## src/rtl/motorPwmPkg.sv

```systemverilog
`default_nettype none

package motorPwmPkg;

    // clock is 10 MHz, so one count is 100 ns
    localparam int PERIOD_W   = 12;
    localparam int POS_W      = 16;
    localparam int STEP_LEN_W = 8;
    // shortest on-time the gate driver can switch cleanly
    localparam int MIN_PULSE  = 32;
    localparam int STEP_COUNT = 12;

    typedef logic [3:0] stepIdxT;

    // broadcast from the step timer to every phase
    typedef struct packed {
        logic                periodStart;
        logic                stepFirst;
        logic                stepLast;
        stepIdxT             stepIdx;
        logic [PERIOD_W-1:0] periodLen;
    } timingT;

    typedef struct packed {
        logic [POS_W-1:0] duty;
        logic             enable;
    } phaseCfgT;

    typedef struct packed {
        logic [POS_W-1:0] lost;
        logic [POS_W-1:0] pending;
    } phaseStatT;

endpackage

`default_nettype wire

```

## src/rtl/motorAxiPkg.sv

```systemverilog
`default_nettype none

package motorAxiPkg;

    localparam int ADDR_W = 8;
    localparam int DATA_W = 32;

    typedef enum logic [1:0] {
        OKAY   = 2'b00,
        SLVERR = 2'b10
    } axiRespE;

    // master side of all five channels
    typedef struct packed {
        logic [ADDR_W-1:0]   awaddr;
        logic                awvalid;
        logic [DATA_W-1:0]   wdata;
        logic [DATA_W/8-1:0] wstrb;
        logic                wvalid;
        logic                bready;
        logic [ADDR_W-1:0]   araddr;
        logic                arvalid;
        logic                rready;
    } axiReqT;

    typedef struct packed {
        logic              awready;
        logic              wready;
        axiRespE           bresp;
        logic              bvalid;
        logic              arready;
        logic [DATA_W-1:0] rdata;
        axiRespE           rresp;
        logic              rvalid;
    } axiRspT;

    // LOST_x and STATUS are read only
    typedef enum logic [ADDR_W-1:0] {
        CTRL    = 8'h00,
        PERIOD  = 8'h04,
        STEPLEN = 8'h08,
        DUTY_A  = 8'h0C,
        DUTY_B  = 8'h10,
        DUTY_C  = 8'h14,
        LOST_A  = 8'h18,
        LOST_B  = 8'h1C,
        LOST_C  = 8'h20,
        STATUS  = 8'h24
    } regAddrE;

endpackage

`default_nettype wire

```

## src/rtl/motorStepTimer.sv

```systemverilog
`timescale 1ns/1ps
`default_nettype none

module motorStepTimer
    import motorPwmPkg::*;
(
    input  logic                  clk,
    input  logic                  rstN,
    input  logic                  enable,
    input  logic [PERIOD_W-1:0]   periodLen,
    input  logic [STEP_LEN_W-1:0] stepLen,
    output timingT                timing
);

    logic                  run;
    logic                  active;
    logic [PERIOD_W-1:0]   periodPos;
    logic [STEP_LEN_W-1:0] stepPos;
    stepIdxT               stepIdx;
    logic                  periodEnd;
    logic                  stepEnd;

    // run trails enable by one cycle so the first period opens after enable rises
    assign active    = run && enable;
    assign periodEnd = periodPos >= periodLen - PERIOD_W'(1);
    assign stepEnd   = stepPos >= stepLen - STEP_LEN_W'(1);

    always_ff @(posedge clk or negedge rstN) begin
        if (!rstN) begin
            run       <= 1'b0;
            periodPos <= '0;
            stepPos   <= '0;
            stepIdx   <= '0;
        end else if (!enable) begin
            // restart from step 0 on the next enable
            run       <= 1'b0;
            periodPos <= '0;
            stepPos   <= '0;
            stepIdx   <= '0;
        end else begin
            run <= 1'b1;
            if (run) begin
                if (!periodEnd) begin
                    periodPos <= periodPos + 1'b1;
                end else begin
                    periodPos <= '0;
                    if (!stepEnd) begin
                        stepPos <= stepPos + 1'b1;
                    end else begin
                        stepPos <= '0;
                        stepIdx <= (stepIdx == stepIdxT'(STEP_COUNT - 1)) ? '0 : stepIdx + 1'b1;
                    end
                end
            end
        end
    end

    always_comb begin
        timing.periodStart = active && (periodPos == '0);
        timing.stepFirst   = active && (periodPos == '0) && (stepPos == '0);
        timing.stepLast    = active && periodEnd && stepEnd;
        timing.stepIdx     = stepIdx;
        timing.periodLen   = periodLen;
    end

    // a step opens on a period boundary right after enable or the previous step
    assert property (@(posedge clk) disable iff (!rstN)
        timing.stepFirst |-> timing.periodStart && (!$past(active) || $past(timing.stepLast)));

    // the next step follows straight after the last one while still enabled
    assert property (@(posedge clk) disable iff (!rstN)
        timing.stepLast ##1 enable |-> timing.stepFirst);

endmodule

`default_nettype wire

```

## src/rtl/motorPhasePwm.sv

```systemverilog
`timescale 1ns/1ps
`default_nettype none

module motorPhasePwm
    import motorPwmPkg::*;
(
    input  logic      clk,
    input  logic      rstN,
    input  timingT    timing,
    input  phaseCfgT  cfg,
    output phaseStatT stat,
    output logic      pwmHigh,
    output logic      pwmLow
);

    logic [POS_W-1:0]    remainder;
    logic [PERIOD_W-1:0] pulseCnt;
    logic [POS_W-1:0]    wantAcc;
    logic [POS_W-1:0]    realAcc;
    logic [POS_W-1:0]    lost;
    logic [POS_W:0]      sum;
    logic [POS_W:0]      carry;
    logic [POS_W-1:0]    cap;
    logic [POS_W-1:0]    relCnt;
    logic [POS_W-1:0]    realNow;
    logic                pulse;
    logic                highSide;

    // pending on-time for this period where a new step starts from nothing
    always_comb begin
        sum = {1'b0, cfg.duty} + (timing.stepFirst ? '0 : {1'b0, remainder});
        cap = POS_W'(timing.periodLen) - POS_W'(1);
        if (sum < (POS_W + 1)'(MIN_PULSE)) begin
            relCnt = '0;
        end else if (sum > {1'b0, cap}) begin
            relCnt = cap;
        end else begin
            relCnt = sum[POS_W-1:0];
        end
        carry = sum - {1'b0, relCnt};
    end

    assign pulse   = (pulseCnt != '0) && cfg.enable;
    // the last pulse of a step can still be high on stepLast
    assign realNow = realAcc + POS_W'(pulse);

    always_ff @(posedge clk or negedge rstN) begin
        if (!rstN) begin
            remainder <= '0;
            pulseCnt  <= '0;
            wantAcc   <= '0;
            realAcc   <= '0;
            lost      <= '0;
        end else if (!cfg.enable) begin
            remainder <= '0;
            pulseCnt  <= '0;
            wantAcc   <= '0;
            realAcc   <= '0;
            lost      <= '0;
        end else begin
            if (timing.periodStart) begin
                pulseCnt  <= relCnt[PERIOD_W-1:0];
                // saturate rather than wrap when the duty is far above the period
                remainder <= carry[POS_W] ? '1 : carry[POS_W-1:0];
            end else if (pulseCnt != '0) begin
                pulseCnt <= pulseCnt - 1'b1;
            end

            if (timing.stepFirst) begin
                wantAcc <= cfg.duty;
            end else if (timing.periodStart) begin
                wantAcc <= wantAcc + cfg.duty;
            end

            if (timing.stepFirst) begin
                realAcc <= '0;
            end else if (pulse) begin
                realAcc <= realAcc + 1'b1;
            end

            if (timing.stepLast) begin
                lost <= (wantAcc >= realNow) ? wantAcc - realNow : realNow - wantAcc;
            end
        end
    end

    // steps 0 to 5 drive the high-side switch and 6 to 11 the low-side one
    assign highSide = timing.stepIdx < stepIdxT'(STEP_COUNT / 2);
    assign pwmHigh  = pulse && highSide;
    assign pwmLow   = pulse && !highSide;

    assign stat = '{lost: lost, pending: remainder};

    // no gate turns on while or right after the other one is on
    assert property (@(posedge clk) disable iff (!rstN)
        !(pwmHigh && pwmLow) && !(pwmHigh && $past(pwmLow)) && !(pwmLow && $past(pwmHigh)));

    // the cap keeps every pulse inside its own period
    assert property (@(posedge clk) disable iff (!rstN)
        timing.periodStart |-> pulseCnt == '0);

endmodule

`default_nettype wire

```

## src/rtl/motorRegFile.sv

```systemverilog
`timescale 1ns/1ps
`default_nettype none

module motorRegFile
    import motorPwmPkg::*;
    import motorAxiPkg::*;
(
    input  logic                  clk,
    input  logic                  rstN,
    input  axiReqT                axiReq,
    output axiRspT                axiRsp,
    output logic                  enable,
    output logic [PERIOD_W-1:0]   periodLen,
    output logic [STEP_LEN_W-1:0] stepLen,
    output phaseCfgT              cfgA,
    output phaseCfgT              cfgB,
    output phaseCfgT              cfgC,
    input  phaseStatT             statA,
    input  phaseStatT             statB,
    input  phaseStatT             statC,
    input  stepIdxT               stepIdx
);

    typedef enum logic [1:0] {WR_IDLE, WR_ACCEPT, WR_RESP} wrStateE;
    typedef enum logic [1:0] {RD_IDLE, RD_ACCEPT, RD_RESP} rdStateE;

    wrStateE           wrState;
    rdStateE           rdState;
    logic              awready;
    logic              wready;
    logic              bvalid;
    axiRespE           bresp;
    logic              arready;
    logic              rvalid;
    axiRespE           rresp;
    logic [DATA_W-1:0] rdata;
    logic [POS_W-1:0]  dutyA;
    logic [POS_W-1:0]  dutyB;
    logic [POS_W-1:0]  dutyC;
    logic [DATA_W:0]   wrCur;
    logic [DATA_W:0]   rdCur;
    logic [DATA_W-1:0] strbMask;
    logic [DATA_W-1:0] wrData;
    logic              wrOk;

    // top bit flags a mapped address
    function automatic logic [DATA_W:0] readReg(input logic [ADDR_W-1:0] addr);
        case (regAddrE'(addr))
            CTRL:    return {1'b1, DATA_W'(enable)};
            PERIOD:  return {1'b1, DATA_W'(periodLen)};
            STEPLEN: return {1'b1, DATA_W'(stepLen)};
            DUTY_A:  return {1'b1, DATA_W'(dutyA)};
            DUTY_B:  return {1'b1, DATA_W'(dutyB)};
            DUTY_C:  return {1'b1, DATA_W'(dutyC)};
            LOST_A:  return {1'b1, DATA_W'(statA.lost)};
            LOST_B:  return {1'b1, DATA_W'(statB.lost)};
            LOST_C:  return {1'b1, DATA_W'(statC.lost)};
            STATUS:  return {1'b1, DATA_W'(stepIdx)};
            default: return '0;
        endcase
    endfunction

    always_comb begin
        wrCur = readReg(axiReq.awaddr);
        rdCur = readReg(axiReq.araddr);
        for (int i = 0; i < DATA_W / 8; i++) begin
            strbMask[8*i +: 8] = {8{axiReq.wstrb[i]}};
        end
        // byte lanes without a strobe keep their old contents
        wrData = (wrCur[DATA_W-1:0] & ~strbMask) | (axiReq.wdata & strbMask);
        case (regAddrE'(axiReq.awaddr))
            CTRL, PERIOD, STEPLEN, DUTY_A, DUTY_B, DUTY_C: wrOk = 1'b1;
            default:                                       wrOk = 1'b0;
        endcase
    end

    always_ff @(posedge clk or negedge rstN) begin
        if (!rstN) begin
            wrState   <= WR_IDLE;
            awready   <= 1'b0;
            wready    <= 1'b0;
            bvalid    <= 1'b0;
            bresp     <= OKAY;
            enable    <= 1'b0;
            periodLen <= 12'd256;
            stepLen   <= 8'd4;
            dutyA     <= '0;
            dutyB     <= '0;
            dutyC     <= '0;
        end else begin
            case (wrState)
                WR_IDLE: begin
                    // take address and data together only
                    if (axiReq.awvalid && axiReq.wvalid) begin
                        awready <= 1'b1;
                        wready  <= 1'b1;
                        wrState <= WR_ACCEPT;
                    end
                end
                WR_ACCEPT: begin
                    awready <= 1'b0;
                    wready  <= 1'b0;
                    bvalid  <= 1'b1;
                    bresp   <= wrOk ? OKAY : SLVERR;
                    wrState <= WR_RESP;
                    case (regAddrE'(axiReq.awaddr))
                        CTRL:    enable    <= wrData[0];
                        PERIOD:  periodLen <= wrData[PERIOD_W-1:0];
                        STEPLEN: stepLen   <= wrData[STEP_LEN_W-1:0];
                        DUTY_A:  dutyA     <= wrData[POS_W-1:0];
                        DUTY_B:  dutyB     <= wrData[POS_W-1:0];
                        DUTY_C:  dutyC     <= wrData[POS_W-1:0];
                        default: ;
                    endcase
                end
                WR_RESP: begin
                    if (axiReq.bready) begin
                        bvalid  <= 1'b0;
                        wrState <= WR_IDLE;
                    end
                end
                default: wrState <= WR_IDLE;
            endcase
        end
    end

    always_ff @(posedge clk or negedge rstN) begin
        if (!rstN) begin
            rdState <= RD_IDLE;
            arready <= 1'b0;
            rvalid  <= 1'b0;
            rresp   <= OKAY;
        end else begin
            case (rdState)
                RD_IDLE: begin
                    if (axiReq.arvalid) begin
                        arready <= 1'b1;
                        rdState <= RD_ACCEPT;
                    end
                end
                RD_ACCEPT: begin
                    arready <= 1'b0;
                    rvalid  <= 1'b1;
                    rresp   <= rdCur[DATA_W] ? OKAY : SLVERR;
                    rdState <= RD_RESP;
                end
                RD_RESP: begin
                    if (axiReq.rready) begin
                        rvalid  <= 1'b0;
                        rdState <= RD_IDLE;
                    end
                end
                default: rdState <= RD_IDLE;
            endcase
        end
    end

    always_ff @(posedge clk) begin
        if (rdState == RD_ACCEPT) begin
            rdata <= rdCur[DATA_W-1:0];
        end
    end

    assign cfgA = '{duty: dutyA, enable: enable};
    assign cfgB = '{duty: dutyB, enable: enable};
    assign cfgC = '{duty: dutyC, enable: enable};

    assign axiRsp = '{
        awready: awready,
        wready:  wready,
        bresp:   bresp,
        bvalid:  bvalid,
        arready: arready,
        rdata:   rdata,
        rresp:   rresp,
        rvalid:  rvalid
    };

    // write response is held, unchanged, until the master takes it
    assert property (@(posedge clk) disable iff (!rstN)
        axiRsp.bvalid && !axiReq.bready |=> axiRsp.bvalid && $stable(axiRsp.bresp));

    // same for read data
    assert property (@(posedge clk) disable iff (!rstN)
        axiRsp.rvalid && !axiReq.rready |=> axiRsp.rvalid && $stable(axiRsp.rdata));

endmodule

`default_nettype wire

```

## src/rtl/motorPwmTop.sv

```systemverilog
`timescale 1ns/1ps
`default_nettype none

module motorPwmTop
    import motorPwmPkg::*;
    import motorAxiPkg::*;
(
    input  logic       clk,
    input  logic       rstN,
    input  axiReqT     axiReq,
    output axiRspT     axiRsp,
    output logic [2:0] pwmHigh,
    output logic [2:0] pwmLow
);

    logic                  enable;
    logic [PERIOD_W-1:0]   periodLen;
    logic [STEP_LEN_W-1:0] stepLen;
    timingT                timing;
    phaseCfgT              cfg [3];
    phaseStatT             stat [3];

    motorRegFile i_motorRegFile (
        .clk       (clk),
        .rstN      (rstN),
        .axiReq    (axiReq),
        .axiRsp    (axiRsp),
        .enable    (enable),
        .periodLen (periodLen),
        .stepLen   (stepLen),
        .cfgA      (cfg[0]),
        .cfgB      (cfg[1]),
        .cfgC      (cfg[2]),
        .statA     (stat[0]),
        .statB     (stat[1]),
        .statC     (stat[2]),
        .stepIdx   (timing.stepIdx)
    );

    motorStepTimer i_motorStepTimer (
        .clk       (clk),
        .rstN      (rstN),
        .enable    (enable),
        .periodLen (periodLen),
        .stepLen   (stepLen),
        .timing    (timing)
    );

    // phase A, B, C on bits 0, 1, 2
    for (genvar i = 0; i < 3; i++) begin : g_phase
        motorPhasePwm i_motorPhasePwm (
            .clk     (clk),
            .rstN    (rstN),
            .timing  (timing),
            .cfg     (cfg[i]),
            .stat    (stat[i]),
            .pwmHigh (pwmHigh[i]),
            .pwmLow  (pwmLow[i])
        );
    end

endmodule

`default_nettype wire

```

## config.mk

```make
export PLATFORM = sky130hd
export DESIGN_NAME = motorPwmTop
export DESIGN_NICKNAME = d
export VERILOG_FILES = /design/src/rtl/motorPwmPkg.sv /design/src/rtl/motorAxiPkg.sv /design/src/rtl/motorStepTimer.sv /design/src/rtl/motorPhasePwm.sv /design/src/rtl/motorRegFile.sv /design/src/rtl/motorPwmTop.sv
export SDC_FILE = /design/constraint.sdc
export NUM_CORES = 2
export LEC_CHECK = 0
export BUFFER_PORTS_ARGS = -buffer_cell sky130_fd_sc_hd__buf_2
export CAP_MARGIN = 10
export CORE_ASPECT_RATIO = 1.25
export CORE_MARGIN = 10
export CORE_UTILIZATION = 60
export CTS_BUF_LIST = sky130_fd_sc_hd__clkbuf_8
export DETAILED_ROUTE_END_ITERATION = 8
export GPL_TIMING_DRIVEN = 0
export HOLD_SLACK_MARGIN = 0.08
export MAX_ROUTING_LAYER = met4
export PLACE_DENSITY = 0.76
export SETUP_SLACK_MARGIN = 0.15
export SYNTH_ARGS = -nofsm -noshare
export SYNTH_HDL_FRONTEND = slang
export SYNTH_HIERARCHICAL = 1
export SYNTH_SLANG_ARGS = --single-unit
export TNS_END_PERCENT = 1
```

## constraint.sdc

```tcl
create_clock -name clk -period 15.26 [get_ports clk]
set_clock_uncertainty 0.1 [all_clocks]
set_input_delay 0.763 -clock clk [delete_from_list [all_inputs] [get_ports clk]]
set_output_delay 0.763 -clock clk [all_outputs]
set_load 0.02 [all_outputs]
```

==> results.yml <==
synth:
  synth.yosys.seq_area_share: 0.2618
  muxShareOfSynthArea: 0.04993
  synth_area_leaders: "dfrtp_1, ha_1, a21oi_1, xnor2_1, o21ai_0"
  synthTopCellsByCount: "dfrtp_1, nand2_1, ha_1"
  yosys.area.top_type: "dfrtp_1"
  synthDistinctLibCells: 115
  synth_seq_cells: 348
  synthArstFlopShare: 0.9540
  synthesis.area_um2: 33580
  synth-simple-area-share: 0.1912
  synthXorXnorAreaFrac: 0.07513
  synthMostInstantiatedCell: "dfrtp_1"
  synth_compound_area_frac: 0.2363
  syn_area_per_cell_um2: 8.384
  synth-edff-count: 16
  yosys.area.top_type_share: 0.2459
  synth_flop_cell: "dfrtp_1"
  synthCells: 4005
  synth_top_family_by_area: "compound AO/OA/AOI/OAI gates"
  synth_fa_ha_area_frac: 0.1289
  ys_warn_count: 6
timing:
  finalMaxSlewViolations: 0
  fin_tns_setup_ns: 0
  whs_ns: 0.2246
  fmax_mhz: 83.68
  rsz0062_at_grt: "no"
  max_slew_margin: 0.1270
  finalHoldViolations: 0
  post-route-min-period_ns: 11.95
  setup_viol: 0
  tightest_slew_ns: 1.310
  fin_crit_sh: 0.7831
pwr:
  power_density_nw_per_um2: 60.63
  p_leak_nw: 16.82
  peakVddDrop_v: 0.00007695
setup_path:
  crit_end: "g_phase[1].i_motorPhasePwm/remainder[6]"
  reg2reg_depth: 38
  cp-startpoint: "i_motorRegFile/enable"
  start_kind: "flop"
  cp-end-kind: "flop"
  reg2reg_to: "g_phase[1].i_motorPhasePwm/remainder[6]"
  critPathKind: "reg -> reg"
  cp.arrival_ns: 12.40
  required_ns: 15.71
  slowest_stage: "dfrtp_1"
  r2r_slack_ns: 3.31
  crit_fanout: 11
  timing.rr.start: "i_motorRegFile/enable"
  max_stage_delay_ns: 0.83
floorplan:
  core_um2: 55130
  initial_core_util: 0.6090
  placementRows: 96
  ioPinCount: 106
  die_area_um2: 65880
  die_h_um: 284.5
  die_w_um: 231.6
grt:
  track_usage: 0.3274
  overflow: 0
  grt_pass1_wl_mm: 168.0
  grt_max_degree: 119
  grt_antenna_before_repair: 6
  grt_pass1_vias: 30410
route:
  vias: 32120
  wire_per_inst_um: 21.95
  remaining_drc_errors: 0
  first_iter_violations: 3454
  routed_wl_mm: 108.6
  ant_nets: 0
  vias_per_cell: 6.494
  dr.pass1.iters: 7
placed_design:
  gp_congestion: 1.052
  dp_hpwl_mm: 84.39
  io_buffers: 62
clocking:
  cts_root_buffer: "clkbuf_8"
  clk_pin_slew_worst_paths_ns: 0.06
  clock_latency_ns: 0.70
  clock-sinks: 348
  cts_tree: "yes"
  cts_buffers: 61
  htree_levels: 2
  cts_buffer_depth: 3
finish:
  area_delta_synth_final_pct: 8.467
  drive_gt1_frac: 0.09156
  fin_nets: 4549
  fillCellCount: 4825
status:
  status: "complete, no violations"
min_path:
  hp-class: "in -> reg"
job:
  maxCapViolations: 0
power breakdown:
group,internal [W],switching [W],total [W]
clock network,0.000566,0.000425,0.000991
logic,0.0000874,0.000162,0.000249
registers,0.000950,0.0000176,0.000968
total,0.00160,0.000605,0.00221
cells by family (layout without fill, tap and decap cells):
logic type,count (synthesis),after routing
multiplexers,149,149
XOR/XNOR,288,288
adder cells (fa/ha/maj),337,337
other,1,24
flip-flops,348,348
AND/OR/NAND/NOR,1258,1258
buffers and inverters,438,621
AO/OA/AOI/OAI,1186,1186
sequential cells by signal (all words and copies together) (netlist names):
name and flops:
i_motorRegFile/bvalid 1, g_phase.i_motorPhasePwm/lost 48, i_motorRegFile/rdata 16, i_motorRegFile/wready 1
i_motorRegFile/dutyC 16, i_motorRegFile/dutyA 16, i_motorRegFile/bresp 1, i_motorStepTimer/run 1
i_motorRegFile/arready 1, i_motorRegFile/rdState 2, i_motorRegFile/enable 1, g_phase.i_motorPhasePwm/remainder 48
i_motorRegFile/wrState 2, i_motorRegFile/stepLen 8, i_motorStepTimer/stepPos 8, i_motorStepTimer/stepIdx 4
g_phase.i_motorPhasePwm/realAcc 48, i_motorRegFile/dutyB 16, i_motorRegFile/rvalid 1, i_motorRegFile/rresp 1
i_motorStepTimer/periodPos 12, g_phase.i_motorPhasePwm/wantAcc 48, i_motorRegFile/periodLen 12, g_phase.i_motorPhasePwm/pulseCnt 36
repair_timing:
item	CTS	global route
buffers inserted	0	0
endpoints found under the hold margin	109	0
hold buffers	1	0
resized for setup	0	0
area by class of cell:
cell class / instances / area, µm² / share of cell area
Clock buffer: 72 / 991.0 / 0.02721
Multi-Input combinational cell: 3236 / 22960 / 0.6304
Tap cell: 735 / 919.6 / 0.02525
Antenna cell: 6 / 15.01 / 0.0004123
Clock inverter: 42 / 401.6 / 0.01103
Buffer: 212 / 1051 / 0.02886
Inverter: 226 / 848.3 / 0.02329
Sequential cell: 348 / 8791 / 0.2414
Timing Repair Buffer: 69 / 442.9 / 0.01216
per-layer routing:
| metal | vias to the layer above | part of all wire | GRT usage |
|---|---|---|---|
| met5 | - | 0 | - |
| met4 | 0 | 0.061 | 0.1781 |
| met3 | 351 | 0.089 | 0.05791 |
| met2 | 1523 | 0.45 | 0.5063 |
| met1 | 15260 | 0.40 | 0.4006 |
| li1 | 14990 | - | - |
through the flow:
step	total power [W]	area, µm²	util	std cells	worst slack [ns]
final	0.002208	36420	0.6606	4946	3.310
after global routing	0.002289	36420	0.6606	4946	2.771
after CTS	0.002221	36400	0.6603	4940	3.742
after detailed placement	0.001230	35000	0.6348	4825	3.750
after global placement	0.001221	34870	0.6325	4819	1.568
after floorplan	0.001137	33640	-	4022	6.385
cell usage in the layout (no fill, tap or decap), types with 28 or more instances in the layout:
master	Yosys	layout
and2_1	28	28
nand2b_1	44	44
o21ai_0	262	262
a21o_1	81	81
xnor2_1	164	164
nor2_1	261	261
buf_4	45	47
mux2i_1	100	100
o211ai_1	29	29
dfrtp_1	330	330
ha_1	321	321
o21a_1	31	31
nor3_1	85	85
a31oi_1	59	59
and3_1	44	44
clkbuf_8	0	72
buf_2	31	92
nand3_1	131	131
nor2b_1	96	95
a211oi_1	53	53
or3_1	51	51
nand2_1	328	328
xor2_1	124	124
clkbuf_1	120	120
a21oi_1	303	303
mux2_2	37	37
inv_1	222	233
a22oi_1	36	36
o221ai_1	46	46
nand4_1	43	43
worst max-delay path, delay by kind of cell, from the launching register on:
kind	cells	cell delay (ns)
AND/OR/NAND/NOR	12	3.25
XOR/XNOR	1	0.62
AO/OA/AOI/OAI	12	3.17
buffers and inverters	7	2.13
flip-flops	1	0.83
adder cells (fa/ha/maj)	4	1.19
multiplexers	2	0.51
worst min-delay path by stage:
stage	endpoint	cells after the start	start
after floorplan	i_motorRegFile/rdState[0]	1	i_motorRegFile/rdState[1]
after global placement	i_motorRegFile/rdState[0]	1	i_motorRegFile/rdState[0]
after detailed placement	i_motorRegFile/rdState[0]	1	i_motorRegFile/rdState[0]
after CTS	i_motorRegFile/wrState[1]	2	axiReq[10]
after global routing	i_motorRegFile/wrState[1]	2	axiReq[10]
final	i_motorRegFile/wrState[1]	2	axiReq[10]
Power figures use the tool's default switching activity.
